==> src/design/state_cache_pkg.sv <==
package state_cache_pkg;

    // ------------------------------------------------------------------
    // Default sizes
    // ------------------------------------------------------------------
    localparam int KEY_W_DEF   = 16;
    localparam int ID_W_DEF    = 5;
    localparam int NUM_IDS_DEF = 32;
    localparam int INDEX_W_DEF = 6;
    localparam int CNT_W_DEF   = 32;

    // Request to ack, in cycles
    localparam int LOOKUP_LATENCY = 2;

    typedef enum logic [1:0] {
        OUTCOME_HIT,
        OUTCOME_FORWARD,
        OUTCOME_INSERT,
        OUTCOME_NOT_TRACKED
    } lookup_outcome_e;

    typedef enum logic {
        ALLOC_FILL,
        ALLOC_RUN
    } alloc_state_e;

    // XOR fold of the key in index_w chunks, top chunk zero padded
    function automatic logic [31:0] key_to_index(input logic [63:0] key,
                                                 input int key_w,
                                                 input int index_w);
        logic [31:0] idx;
        idx = '0;
        for (int b = 0; b < 64; b++) begin
            if (b < key_w) begin
                idx[b % index_w] = idx[b % index_w] ^ key[b];
            end
        end
        return idx;
    endfunction

endpackage

==> src/design/key_table.sv <==
`timescale 1ns/100ps
module key_table #(
    parameter int KEY_W   = state_cache_pkg::KEY_W_DEF,
    parameter int ID_W    = state_cache_pkg::ID_W_DEF,
    parameter int INDEX_W = state_cache_pkg::INDEX_W_DEF
) (
    input  logic               clk,
    input  logic               htable_srst,
    input  logic               i_rd_req,
    input  logic [KEY_W-1:0]   i_rd_key,
    input  logic               i_wr_req,
    input  logic [INDEX_W-1:0] i_wr_index,
    input  logic [KEY_W-1:0]   i_wr_key,
    input  logic [ID_W-1:0]    i_wr_id,
    input  logic               i_clr_req,
    input  logic [INDEX_W-1:0] i_clr_index,
    output logic               o_rd_entry_valid,
    output logic [KEY_W-1:0]   o_rd_entry_key,
    output logic [ID_W-1:0]    o_rd_entry_id
);
    import state_cache_pkg::*;

    localparam int NUM_SLOTS = 2**INDEX_W;

    logic [KEY_W-1:0]     key_mem [NUM_SLOTS];
    logic [ID_W-1:0]      id_mem  [NUM_SLOTS];
    logic [NUM_SLOTS-1:0] slot_valid;
    logic [INDEX_W-1:0]   rd_index;
    logic                 wr_hits_rd;
    logic                 clr_hits_rd;

    assign rd_index    = INDEX_W'(key_to_index(64'(i_rd_key), KEY_W, INDEX_W));
    assign wr_hits_rd  = i_wr_req && (i_wr_index == rd_index);
    assign clr_hits_rd = i_clr_req && (i_clr_index == rd_index);

    // ------------------------------------------------------------------
    // Entry store
    // ------------------------------------------------------------------
    always_ff @(posedge clk) begin
        if (i_wr_req) begin
            key_mem[i_wr_index] <= i_wr_key;
            id_mem[i_wr_index]  <= i_wr_id;
        end
    end

    // Insert wins over a clear of the same slot
    always_ff @(posedge clk) begin
        if (htable_srst) begin
            slot_valid <= '0;
        end else begin
            if (i_clr_req) begin
                slot_valid[i_clr_index] <= 1'b0;
            end
            if (i_wr_req) begin
                slot_valid[i_wr_index] <= 1'b1;
            end
        end
    end

    // ------------------------------------------------------------------
    // Registered read, write-first on the same slot
    // ------------------------------------------------------------------
    always_ff @(posedge clk) begin
        if (htable_srst) begin
            o_rd_entry_valid <= 1'b0;
        end else if (i_rd_req) begin
            if (wr_hits_rd) begin
                o_rd_entry_valid <= 1'b1;
            end else begin
                o_rd_entry_valid <= slot_valid[rd_index] && !clr_hits_rd;
            end
        end
    end

    always_ff @(posedge clk) begin
        if (i_rd_req) begin
            if (wr_hits_rd) begin
                o_rd_entry_key <= i_wr_key;
                o_rd_entry_id  <= i_wr_id;
            end else begin
                o_rd_entry_key <= key_mem[rd_index];
                o_rd_entry_id  <= id_mem[rd_index];
            end
        end
    end

endmodule

==> src/design/lookup_ctxt_pipe.sv <==
`timescale 1ns/100ps
module lookup_ctxt_pipe #(
    parameter int KEY_W = state_cache_pkg::KEY_W_DEF
) (
    input  logic             clk,
    input  logic             htable_srst,
    input  logic             i_req,
    input  logic [KEY_W-1:0] i_key,
    output logic             o_valid,
    output logic [KEY_W-1:0] o_key,
    output logic             o_back_to_back
);
    import state_cache_pkg::*;

    logic [LOOKUP_LATENCY-1:0] valid_sr;
    logic [LOOKUP_LATENCY-1:0] b2b_sr;
    logic [KEY_W-1:0]          key_sr [LOOKUP_LATENCY];
    logic                      last_key_valid;
    logic [KEY_W-1:0]          last_key;

    // Last accepted key
    always_ff @(posedge clk) begin
        if (htable_srst) begin
            last_key_valid <= 1'b0;
        end else if (i_req) begin
            last_key_valid <= 1'b1;
        end
    end

    always_ff @(posedge clk) begin
        if (i_req) begin
            last_key <= i_key;
        end
    end

    // Context shift register, in step with the table read
    always_ff @(posedge clk) begin
        if (htable_srst) begin
            valid_sr <= '0;
        end else begin
            valid_sr <= {valid_sr[LOOKUP_LATENCY-2:0], i_req};
        end
    end

    always_ff @(posedge clk) begin
        b2b_sr    <= {b2b_sr[LOOKUP_LATENCY-2:0], last_key_valid && (i_key == last_key)};
        key_sr[0] <= i_key;
        for (int s = 1; s < LOOKUP_LATENCY; s++) begin
            key_sr[s] <= key_sr[s-1];
        end
    end

    assign o_valid        = valid_sr[LOOKUP_LATENCY-1];
    assign o_key          = key_sr[LOOKUP_LATENCY-1];
    assign o_back_to_back = b2b_sr[LOOKUP_LATENCY-1];

endmodule

==> src/design/id_allocator.sv <==
`timescale 1ns/100ps
module id_allocator #(
    parameter int ID_W    = state_cache_pkg::ID_W_DEF,
    parameter int NUM_IDS = state_cache_pkg::NUM_IDS_DEF,
    parameter int INDEX_W = state_cache_pkg::INDEX_W_DEF
) (
    input  logic               clk,
    input  logic               htable_srst,
    input  logic               i_alloc_req,
    input  logic [INDEX_W-1:0] i_alloc_index,
    input  logic               i_delete_req,
    input  logic [ID_W-1:0]    i_delete_id,
    output logic               o_free_valid,
    output logic [ID_W-1:0]    o_free_id,
    output logic               o_clr_req,
    output logic [INDEX_W-1:0] o_clr_index,
    output logic               o_init_done,
    output logic [ID_W:0]      o_fill
);
    import state_cache_pkg::*;

    alloc_state_e       state;
    logic [ID_W-1:0]    free_mem [NUM_IDS];
    logic [INDEX_W-1:0] slot_map [NUM_IDS];
    logic [ID_W-1:0]    head;
    logic [ID_W-1:0]    tail;
    logic [ID_W:0]      free_cnt;
    logic [ID_W-1:0]    fill_id;
    logic [NUM_IDS-1:0] in_use;
    logic               pop;
    logic               push;
    logic [ID_W-1:0]    push_id;
    logic               del_accept;
    logic               del_q;
    logic [ID_W-1:0]    del_id_q;

    function automatic logic [ID_W-1:0] next_ptr(input logic [ID_W-1:0] ptr);
        return (ptr == ID_W'(NUM_IDS - 1)) ? '0 : ptr + 1'b1;
    endfunction

    assign o_init_done  = (state == ALLOC_RUN);
    assign o_free_valid = o_init_done && (free_cnt != '0);
    assign o_free_id    = free_mem[head];
    assign pop          = i_alloc_req && o_free_valid;
    assign del_accept   = i_delete_req && in_use[i_delete_id];
    assign push         = (state == ALLOC_FILL) || del_q;
    assign push_id      = (state == ALLOC_FILL) ? fill_id : del_id_q;
    assign o_clr_req    = del_q;
    assign o_clr_index  = slot_map[del_id_q];

    // ------------------------------------------------------------------
    // Post-reset fill, then free-list pointers and counts
    // ------------------------------------------------------------------
    always_ff @(posedge clk) begin
        if (htable_srst) begin
            state    <= ALLOC_FILL;
            fill_id  <= '0;
            head     <= '0;
            tail     <= '0;
            free_cnt <= '0;
            o_fill   <= '0;
            del_q    <= 1'b0;
        end else begin
            if (state == ALLOC_FILL) begin
                fill_id <= fill_id + 1'b1;
                if (fill_id == ID_W'(NUM_IDS - 1)) begin
                    state <= ALLOC_RUN;
                end
            end
            if (pop) begin
                head <= next_ptr(head);
            end
            if (push) begin
                tail <= next_ptr(tail);
            end
            if (push && !pop) begin
                free_cnt <= free_cnt + 1'b1;
            end else if (pop && !push) begin
                free_cnt <= free_cnt - 1'b1;
            end
            if (pop && !del_q) begin
                o_fill <= o_fill + 1'b1;
            end else if (del_q && !pop) begin
                o_fill <= o_fill - 1'b1;
            end
            del_q <= del_accept;
        end
    end

    always_ff @(posedge clk) begin
        if (htable_srst) begin
            in_use <= '0;
        end else begin
            if (del_accept) begin
                in_use[i_delete_id] <= 1'b0;
            end
            if (pop) begin
                in_use[o_free_id] <= 1'b1;
            end
        end
    end

    // Free-list storage and ID to slot map
    always_ff @(posedge clk) begin
        if (push) begin
            free_mem[tail] <= push_id;
        end
        if (pop) begin
            slot_map[o_free_id] <= i_alloc_index;
        end
        del_id_q <= i_delete_id;
    end

endmodule

==> src/design/lookup_resolver.sv <==
`timescale 1ns/100ps
module lookup_resolver #(
    parameter int KEY_W   = state_cache_pkg::KEY_W_DEF,
    parameter int ID_W    = state_cache_pkg::ID_W_DEF,
    parameter int INDEX_W = state_cache_pkg::INDEX_W_DEF,
    parameter int CNT_W   = state_cache_pkg::CNT_W_DEF
) (
    input  logic               clk,
    input  logic               htable_srst,
    input  logic               i_ctxt_valid,
    input  logic [KEY_W-1:0]   i_ctxt_key,
    input  logic               i_back_to_back,
    input  logic               i_entry_valid,
    input  logic [KEY_W-1:0]   i_entry_key,
    input  logic [ID_W-1:0]    i_entry_id,
    input  logic               i_free_valid,
    input  logic [ID_W-1:0]    i_free_id,
    input  logic               i_cnt_clear,
    output logic               o_lookup_ack,
    output logic               o_lookup_valid,
    output logic               o_lookup_new,
    output logic [ID_W-1:0]    o_lookup_id,
    output logic               o_wr_req,
    output logic [INDEX_W-1:0] o_wr_index,
    output logic [KEY_W-1:0]   o_wr_key,
    output logic [ID_W-1:0]    o_wr_id,
    output logic               o_alloc_req,
    output logic [INDEX_W-1:0] o_alloc_index,
    output logic [CNT_W-1:0]   o_cnt_req,
    output logic [CNT_W-1:0]   o_cnt_tracked_existing,
    output logic [CNT_W-1:0]   o_cnt_tracked_new,
    output logic [CNT_W-1:0]   o_cnt_not_tracked
);
    import state_cache_pkg::*;

    logic               entry_valid_q;
    logic [KEY_W-1:0]   entry_key_q;
    logic [ID_W-1:0]    entry_id_q;
    logic               wr_q;
    logic [INDEX_W-1:0] wr_index_q;
    logic [KEY_W-1:0]   wr_key_q;
    logic [ID_W-1:0]    wr_id_q;
    logic [INDEX_W-1:0] ctxt_index;
    logic               slot_valid;
    logic [KEY_W-1:0]   slot_key;
    logic [ID_W-1:0]    slot_id;
    lookup_outcome_e    outcome;
    logic               last_valid;
    logic [ID_W-1:0]    last_id;
    logic               ack_q;
    lookup_outcome_e    outcome_q;

    assign ctxt_index = INDEX_W'(key_to_index(64'(i_ctxt_key), KEY_W, INDEX_W));

    // Table data and last insert, both registered
    always_ff @(posedge clk) begin
        if (htable_srst) begin
            entry_valid_q <= 1'b0;
            wr_q          <= 1'b0;
        end else begin
            entry_valid_q <= i_entry_valid;
            wr_q          <= o_wr_req;
        end
    end

    always_ff @(posedge clk) begin
        entry_key_q <= i_entry_key;
        entry_id_q  <= i_entry_id;
        wr_index_q  <= o_wr_index;
        wr_key_q    <= o_wr_key;
        wr_id_q     <= o_wr_id;
    end

    // An insert one cycle earlier landed after this lookup's table read
    always_comb begin
        if (wr_q && (wr_index_q == ctxt_index)) begin
            slot_valid = 1'b1;
            slot_key   = wr_key_q;
            slot_id    = wr_id_q;
        end else begin
            slot_valid = entry_valid_q;
            slot_key   = entry_key_q;
            slot_id    = entry_id_q;
        end
    end

    // ------------------------------------------------------------------
    // Outcome
    // ------------------------------------------------------------------
    always_comb begin
        if (slot_valid && (slot_key == i_ctxt_key)) begin
            outcome = OUTCOME_HIT;
        end else if (i_back_to_back && last_valid) begin
            outcome = OUTCOME_FORWARD;
        end else if (!slot_valid && i_free_valid) begin
            outcome = OUTCOME_INSERT;
        end else begin
            outcome = OUTCOME_NOT_TRACKED;
        end
    end

    always_comb begin
        case (outcome)
            OUTCOME_HIT:     o_lookup_id = slot_id;
            OUTCOME_FORWARD: o_lookup_id = last_id;
            OUTCOME_INSERT:  o_lookup_id = i_free_id;
            default:         o_lookup_id = '0;
        endcase
    end

    assign o_lookup_ack   = i_ctxt_valid;
    assign o_lookup_valid = i_ctxt_valid && (outcome != OUTCOME_NOT_TRACKED);
    assign o_lookup_new   = i_ctxt_valid && (outcome == OUTCOME_INSERT);

    // Auto-insert of the missing key
    assign o_wr_req      = o_lookup_new;
    assign o_wr_index    = ctxt_index;
    assign o_wr_key      = i_ctxt_key;
    assign o_wr_id       = i_free_id;
    assign o_alloc_req   = o_lookup_new;
    assign o_alloc_index = ctxt_index;

    // Previous result, kept for one cycle only
    always_ff @(posedge clk) begin
        if (htable_srst) begin
            last_valid <= 1'b0;
            ack_q      <= 1'b0;
            outcome_q  <= OUTCOME_HIT;
        end else begin
            last_valid <= o_lookup_valid;
            ack_q      <= o_lookup_ack;
            outcome_q  <= outcome;
        end
    end

    always_ff @(posedge clk) begin
        if (o_lookup_ack) begin
            last_id <= o_lookup_id;
        end
    end

    // ------------------------------------------------------------------
    // Counters
    // ------------------------------------------------------------------
    always_ff @(posedge clk) begin
        if (htable_srst || i_cnt_clear) begin
            o_cnt_req              <= '0;
            o_cnt_tracked_existing <= '0;
            o_cnt_tracked_new      <= '0;
            o_cnt_not_tracked      <= '0;
        end else if (ack_q) begin
            o_cnt_req <= o_cnt_req + 1'b1;
            case (outcome_q)
                OUTCOME_INSERT:      o_cnt_tracked_new <= o_cnt_tracked_new + 1'b1;
                OUTCOME_NOT_TRACKED: o_cnt_not_tracked <= o_cnt_not_tracked + 1'b1;
                default:             o_cnt_tracked_existing <= o_cnt_tracked_existing + 1'b1;
            endcase
        end
    end

endmodule

==> src/design/state_cache_top.sv <==
`timescale 1ns/100ps
module state_cache_top #(
    parameter int KEY_W   = state_cache_pkg::KEY_W_DEF,
    parameter int ID_W    = state_cache_pkg::ID_W_DEF,
    parameter int NUM_IDS = state_cache_pkg::NUM_IDS_DEF,
    parameter int INDEX_W = state_cache_pkg::INDEX_W_DEF,
    parameter int CNT_W   = state_cache_pkg::CNT_W_DEF
) (
    input  logic             clk,
    input  logic             htable_srst,
    input  logic             i_lookup_req,
    input  logic [KEY_W-1:0] i_lookup_key,
    input  logic             i_delete_req,
    input  logic [ID_W-1:0]  i_delete_id,
    input  logic             i_cnt_clear,
    output logic             o_init_done,
    output logic             o_lookup_ack,
    output logic             o_lookup_valid,
    output logic             o_lookup_new,
    output logic [ID_W-1:0]  o_lookup_id,
    output logic [ID_W:0]    o_fill,
    output logic [CNT_W-1:0] o_cnt_req,
    output logic [CNT_W-1:0] o_cnt_tracked_existing,
    output logic [CNT_W-1:0] o_cnt_tracked_new,
    output logic [CNT_W-1:0] o_cnt_not_tracked
);

    logic               lookup_req;
    logic               delete_req;
    logic               entry_valid;
    logic [KEY_W-1:0]   entry_key;
    logic [ID_W-1:0]    entry_id;
    logic               ctxt_valid;
    logic [KEY_W-1:0]   ctxt_key;
    logic               back_to_back;
    logic               wr_req;
    logic [INDEX_W-1:0] wr_index;
    logic [KEY_W-1:0]   wr_key;
    logic [ID_W-1:0]    wr_id;
    logic               alloc_req;
    logic [INDEX_W-1:0] alloc_index;
    logic               free_valid;
    logic [ID_W-1:0]    free_id;
    logic               clr_req;
    logic [INDEX_W-1:0] clr_index;

    // Nothing is accepted until the free list is filled
    assign lookup_req = i_lookup_req && o_init_done;
    assign delete_req = i_delete_req && o_init_done;

    key_table #(
        .KEY_W       (KEY_W),
        .ID_W        (ID_W),
        .INDEX_W     (INDEX_W)
    ) u_key_table (
        .clk              (clk),
        .htable_srst      (htable_srst),
        .i_rd_req         (lookup_req),
        .i_rd_key         (i_lookup_key),
        .i_wr_req         (wr_req),
        .i_wr_index       (wr_index),
        .i_wr_key         (wr_key),
        .i_wr_id          (wr_id),
        .i_clr_req        (clr_req),
        .i_clr_index      (clr_index),
        .o_rd_entry_valid (entry_valid),
        .o_rd_entry_key   (entry_key),
        .o_rd_entry_id    (entry_id)
    );

    lookup_ctxt_pipe #(
        .KEY_W (KEY_W)
    ) u_lookup_ctxt_pipe (
        .clk            (clk),
        .htable_srst    (htable_srst),
        .i_req          (lookup_req),
        .i_key          (i_lookup_key),
        .o_valid        (ctxt_valid),
        .o_key          (ctxt_key),
        .o_back_to_back (back_to_back)
    );

    id_allocator #(
        .ID_W    (ID_W),
        .NUM_IDS (NUM_IDS),
        .INDEX_W (INDEX_W)
    ) u_id_allocator (
        .clk           (clk),
        .htable_srst   (htable_srst),
        .i_alloc_req   (alloc_req),
        .i_alloc_index (alloc_index),
        .i_delete_req  (delete_req),
        .i_delete_id   (i_delete_id),
        .o_free_valid  (free_valid),
        .o_free_id     (free_id),
        .o_clr_req     (clr_req),
        .o_clr_index   (clr_index),
        .o_init_done   (o_init_done),
        .o_fill        (o_fill)
    );

    lookup_resolver #(
        .KEY_W   (KEY_W),
        .ID_W    (ID_W),
        .INDEX_W (INDEX_W),
        .CNT_W   (CNT_W)
    ) u_lookup_resolver (
        .clk                    (clk),
        .htable_srst            (htable_srst),
        .i_ctxt_valid           (ctxt_valid),
        .i_ctxt_key             (ctxt_key),
        .i_back_to_back         (back_to_back),
        .i_entry_valid          (entry_valid),
        .i_entry_key            (entry_key),
        .i_entry_id             (entry_id),
        .i_free_valid           (free_valid),
        .i_free_id              (free_id),
        .i_cnt_clear            (i_cnt_clear),
        .o_lookup_ack           (o_lookup_ack),
        .o_lookup_valid         (o_lookup_valid),
        .o_lookup_new           (o_lookup_new),
        .o_lookup_id            (o_lookup_id),
        .o_wr_req               (wr_req),
        .o_wr_index             (wr_index),
        .o_wr_key               (wr_key),
        .o_wr_id                (wr_id),
        .o_alloc_req            (alloc_req),
        .o_alloc_index          (alloc_index),
        .o_cnt_req              (o_cnt_req),
        .o_cnt_tracked_existing (o_cnt_tracked_existing),
        .o_cnt_tracked_new      (o_cnt_tracked_new),
        .o_cnt_not_tracked      (o_cnt_not_tracked)
    );

endmodule

==> config.mk <==
export PLATFORM = sky130hd
export DESIGN_NAME = state_cache_top
export DESIGN_NICKNAME = d
export VERILOG_FILES = /design/src/design/state_cache_pkg.sv /design/src/design/key_table.sv /design/src/design/lookup_ctxt_pipe.sv /design/src/design/id_allocator.sv /design/src/design/lookup_resolver.sv /design/src/design/state_cache_top.sv
export SDC_FILE = /design/constraint.sdc
export NUM_CORES = 2
export LEC_CHECK = 0
export BUFFER_PORTS_ARGS = -buffer_cell sky130_fd_sc_hd__clkbuf_2
export CORE_MARGIN = 2
export CORE_UTILIZATION = 62
export DETAILED_ROUTE_END_ITERATION = 8
export PLACE_DENSITY_LB_ADDON = 0.3
export SKIP_LAST_GASP = 1
export SLEW_MARGIN = 10
export SYNTH_ARGS = -nofsm -noshare
export SYNTH_HDL_FRONTEND = slang
export SYNTH_SLANG_ARGS = --single-unit
==> constraint.sdc <==
create_clock -name clk -period 6.5 [get_ports clk]
set_input_delay 1.625 -clock clk [delete_from_list [all_inputs] [get_ports clk]]
set_output_delay 1.625 -clock clk [all_outputs]
set_load 0.02 [all_outputs]
# == Yosys cells after proc, flatten, opt, wreduce, memory -nomap -nowiden ==
# Memory sizes are Yosys's and may differ from the RTL's. A register that Yosys moved wholly into a read port is not among the register bits.
# Cells that the tools add are included.
# op_classes
magnitude_cmp,9
bitwise,28
addsub,11
eq_ne,13
reduce_logical,38
n_mux,43
# ops
op,count
$mux 64,3
$add 32x1->32 const B,4
$mux 32,3
$and 64x64->64,1
$not 64->64,1
$or 64x64->64,1
$and 32x32->32,1
$eq 16x16->1,2
$not 32->32,1
$or 32x32->32,1
$mux 5,6
$mux 6,4
$logic_and 1x1->1,23
$lt 6x7->1 const B,3
$xor 1x1->1,20
$eq 6x6->1,3
$mux 1,17
$mux 16,1
$add 5x1->5 const B,3
$eq 5x5->1 const B,3
$pmux 5 s3,1
$add 6x1->6 const B,2
$demux 1 s6,2
$ge 6x1->1 const B,2
other kinds (18),34
# totals
n_memories,5
ramBits,1728
reg_bits,339
# memory_table
memory,words,width,read_ports,rd_ports_with_merged_regs,wr,line,source
u_key_table.key_mem,64,16,1,1,1,key_table.sv:25,logic [KEY_W-1:0] key_mem [NUM_SLOTS];
u_key_table.id_mem,64,5,1,1,1,key_table.sv:26,logic [ID_W-1:0] id_mem [NUM_SLOTS];
u_id_allocator.slot_map,32,6,1,1,1,id_allocator.sv:24,logic [INDEX_W-1:0] slot_map [NUM_IDS];
u_id_allocator.free_mem,32,5,1,1,1,id_allocator.sv:23,logic [ID_W-1:0] free_mem [NUM_IDS];
u_lookup_ctxt_pipe.key_sr,2,16,2,0,2,lookup_ctxt_pipe.sv:17,logic [KEY_W-1:0] key_sr [LOOKUP_LATENCY];

# == Longest topological paths before layout ==
# An unclocked memory read counts as a cell.
# logic_depth
depth_word,18
mapped_depth,19
depth_no_buf,18

# == By module ==
# From an unflattened synthesis, not the netlist that was laid out.
# unflattened
cells_unflattened,5554
hier_area_um2,82780.6
# modules_own_cells
module,cells_per_inst,seq_area_each_um2,n_inst,area_each_um2
key_table,3600,42290.6,1,56048.8
id_allocator,1010,11991.5,1,17324.1
lookup_resolver,847,3793.6,1,7852.5
lookup_ctxt_pipe,95,1221.2,1,1542.7
state_cache_top,2,0.0,1,12.5

# == Worst setup path after synthesis ==
# No wires, ideal clock.
# synth_path
kind,register to output
from,mem u_lookup_ctxt_pipe.key_sr[0][27] (netlist bit)
to,out o_lookup_id[3]
slack_ns,0.680
required_time_ns,4.875
arrival_time_ns,4.195
path_stages_with_launch,11
path_cell_list,dfxtp_1 -> xnor2_1 -> clkinv_1 -> xnor2_1 -> and4b_4 -> buf_4 -> nand4_1 -> o311a_1 -> or2_4 -> or4_4 -> o221ai_1
# synth_lines
item,line,source
from (decl),lookup_ctxt_pipe.sv:17,
to (decl),state_cache_top.sv:20,"output logic [ID_W-1:0] o_lookup_id,"

==> results.md <==
- CP max stage cell: nor4_1
- Post-synth EDFFs: between 1,500 and 2,000
- R2r setup slk: 1.55 ns
- Register bit count reported by yosys: about 2,100
- Library cells used by synthesis: 79
- Final hold violation count: 0
- Area share of the largest cell type after synthesis: 63.8%
- Peak supply drop: 311 uV
- CP startpoint kind: flop
- Postcts setup bufs: 0
- Total Wirelength: about 210,000 um
- Post-synthesis sequential area ratio: between 70 and 80%
- Crit end category: output port
- Period utilization: 99.0%
- Crit Path Class: flop to output port
- CTS tree: yes
- Worst Hold Path EP: u_lookup_ctxt_pipe.b2b_sr[1]$_DFF_P_
- Critical path data arrival time: 4.81 ns
- Grt ovf: 0
- Initial antenna violation count: 10
- Seq pwr share: 50.6%
- Total CTS buffers: 199
- Largest net degree at the start of global routing: 90
- R2R cell count: 9
- Async set-reset flop share out of synthesis: 0%
- Critical path's top delay family: simple AND/OR/NAND/NOR gates
- Worst-path clk slew: 0.06 ns
- Worst Max-Slew Pin Slew: 1.33 ns
- Synth Instances: a little under 5,000
- Yosys top cell by area: edfxtp_1
- Mapped Avg Cell Area: 16.8 um^2
- CORE AREA: ~0.13 mm^2
- Worst-path fanout max: 68
- Multi-input logic area: 0.0211 mm^2
- Via count: 47,100
- Clock Path Buffers: 3
- Most common flop cell mapped by yosys: edfxtp_1
- Via/cell ratio: about 6.7
- Maximum clock frequency: 155 MHz
- Gr usage total: 30.8%
- Dpl hpwl: approximately 120,000 um
- Die area: around 0.13 mm^2
- RSZ-0062 raised after global routing: false
- Wire per inst: 29.2 um
- Most common cell after layout, fill and taps aside: edfxtp_1
- Die Width: 367 um
- Sw Ratio: a little under a quarter
- R2R Path End: u_id_allocator.slot_map[26][3]$_DFFE_PP_
- Synth-to-layout area growth: 12.2%
- Worst-Skew Late Latency: approximately 0.84 ns
- Port Buf Inserts: 168
- Cells along the critical path: buf_4 > xor2_1 > nor4_1 > nand3_1 > mux2i_1 > o21ai_1 > or4_4 > o221ai_1 > clkbuf_2
- Internal power: 22.3 mW
- Switch Pwr: 6.74 mW
- Largest stage delay, worst path: ~0.8 ns
- Final net count: between 5,000 and 6,000
- Util after Layout: 69.9%
- Clk sinks: between 2,000 and 2,500
- GP Congestion: approximately 0.9
- Ranking of synthesized cells by area: edfxtp_1 (64%), mux4_2 (12%), dfxtp_1 (8.7%)
- Fin crit period: 6.43 ns
- Max H-tree Level: 4
- Initial Util: around 62%
- Max_slew headroom: 10.9%
- TritonRoute pass-1 iters: 6
- Endpoints failing setup: 0
- First-pass GRT wire length: 305,000 um
- Pwr/cell area: 316 mW/mm^2
- WP buf/inv: 2
- Layout Skew: ~0.033 ns
- Diodes inserted: 0
- Maxcap violations: 0
- Register area: 0.0593 mm^2
- Std-Cell Rows: 133
- Combinational power share: 9.8%
- Setup TNS: 0 ns
- Post-route ant nets: 0
- Worst min path class: flop to flop
- Clock group share of total power: 39.6%
- Number of global-route vias before repair: around 47,000
- Status: finished clean
- WP data required: between 4 and 5 ns
- Max-slew violation count: 0
- Fill count: 7,975
- Fraction of layout cells with a size suffix above 1: a little over a fifth
- P_leak: between 30 and 40 nW
- Min-delay src: u_lookup_ctxt_pipe.b2b_sr[0]$_DFF_P_
- Die Y-Extent: 367 um
- Yosys Warn Count: 0
- I/O pin count: 169
- Hold depth: 0
- Drt initial violations: 7,059
- Most frequent cells in the layout: edfxtp_1 (1,738), nand2_1 (539), mux4_2 (439), dfxtp_1 (336), nor2_1 (234)
- DRC violations left: 0
- Clk root buf: clkbuf_16
- Syn Nets: just under 5,000
- Netlist Area Pre-Place: 0.0818 mm^2
[how the worst max path moves through the flow]
stage	start	endpoint	slack (ns)	depth (start not counted)
after floorplan	u_lookup_ctxt_pipe.key_sr[0][27]$_DFF_P_	o_lookup_id[3]	0.68	10
after global placement	u_lookup_ctxt_pipe.key_sr[0][25]$_DFF_P_	o_lookup_id[3]	1.18	11
after detailed placement	u_lookup_ctxt_pipe.key_sr[0][25]$_DFF_P_	o_lookup_id[3]	1.01	11
after CTS	u_lookup_ctxt_pipe.key_sr[0][25]$_DFF_P_	o_lookup_id[3]	0.09	11
after global routing	u_lookup_ctxt_pipe.key_sr[0][23]$_DFF_P_	o_lookup_id[4]	0.005	9
final	u_lookup_ctxt_pipe.key_sr[0][23]$_DFF_P_	o_lookup_id[3]	0.07	9
[kinds of logic after synthesis]
kind of cell             synth area share (%)
AO/OA/AOI/OAI                            3.18
XOR/XNOR                                 2.18
adder cells (fa/ha/maj)                 0.401
buffers and inverters                    1.82
flip-flops                               72.4
multiplexers                             13.1
AND/OR/NAND/NOR                          6.91
[registers in the layout, summed over array words and instances (netlist names), 6 cells and up, named ones only]
name                                      count
u_key_table.key_mem                        1024
u_key_table.id_mem                          320
u_id_allocator.slot_map                     192
u_id_allocator.free_mem                     160
u_key_table.slot_valid                       64
u_id_allocator.in_use                        32
u_lookup_ctxt_pipe.key_sr                    32
u_lookup_resolver.o_cnt_not_tracked          32
u_lookup_resolver.o_cnt_req                  32
u_lookup_resolver.o_cnt_tracked_existing     32
u_lookup_resolver.o_cnt_tracked_new          32
u_key_table.o_rd_entry_key                   16
u_lookup_ctxt_pipe.last_key                  16
u_lookup_resolver.entry_key_q                16
u_lookup_resolver.wr_key_q                   16
u_id_allocator.free_cnt                       6
u_id_allocator.o_fill                         6
u_lookup_resolver.wr_index_q                  6
[Yosys cell counts (35+ instances only)]
master	instances
a21oi_1	141
a31oi_1	64
and3_1	69
buf_1	36
buf_2	44
clkbuf_1	143
dfxtp_1	355
edfxtp_1	1738
inv_1	132
mux4_2	439
nand2_1	539
nand3_1	179
nand4_1	39
nor2_1	235
nor3_1	35
o21ai_0	122
o22ai_1	52
xnor2_1	74
xor2_1	108
[stage by stage]
stage          std cells  area [um^2]  power [mW]  setup slack, ns  hold slack [ns]
6_report            7078        91800        29.0           0.0672            0.322
5_1_grt             7078        91800        29.7          0.00492            0.325
4_1_cts             7078        91800        29.1           0.0917            0.317
3_5_place_dp        6712        85400        17.7             1.01            0.313
3_3_place_gp        6712        85400        17.7             1.18            0.311
2_1_floorplan       4864        81800        16.7            0.680            0.310
[area by class of cell]
| type | count | share of cell area (%) |
|---|---|---|
| flip-flops and latches | 2093 | 64.6 |
| multi-input cells | 2402 | 23.0 |
| clock inverters | 102 | 1.11 |
| well taps | 1755 | 2.39 |
| clock buffers | 264 | 5.89 |
| repair buffers | 325 | 2.41 |
| inverters | 137 | 0.568 |
[layer usage]
| metal | share of wire, % | vias up | track usage [%] | wire [um] |
|---|---|---|---|---|
| met2 | 47 | 3302 | 48.3 | 97700 |
| met5 | 0.043 | - | 0 | 88 |
| met4 | 4.4 | 14 | 13.2 | 9110 |
| met3 | 12 | 497 | 6.25 | 23900 |
| met1 | 37 | 23900 | 42.7 | 76300 |
| li1 | - | 19400 | - | - |
[timing repair]
item / CTS / global route
hold buffers: 0 / 0
setup endpoints to repair: 0 / 6
resized for setup: 0 / 1
endpoints found under the hold margin: 0 / 0
[power groups by stage]
stage / Clock (mW) / Sequential [mW] / Combinational [mW]
5_1_grt: 12.1 / 14.7 / 2.98
3_5_place_dp: 0 / 15.0 / 2.76
6_report: 11.5 / 14.7 / 2.84
2_1_floorplan: 0 / 15.0 / 1.73
3_3_place_gp: 0 / 15.0 / 2.71
4_1_cts: 11.6 / 14.7 / 2.80
[worst reg2reg max path: stages, from the launching register on]
cell      delay (ns)
dfxtp_2         0.64
buf_4           0.40
mux4_2          0.56
mux4_2          0.49
mux2i_1         0.63
clkinv_2        1.03
nand2_1         0.43
nor2_1          0.14
nand2_1         0.14
inv_1           0.19
(Power assumes the default switching activity.)
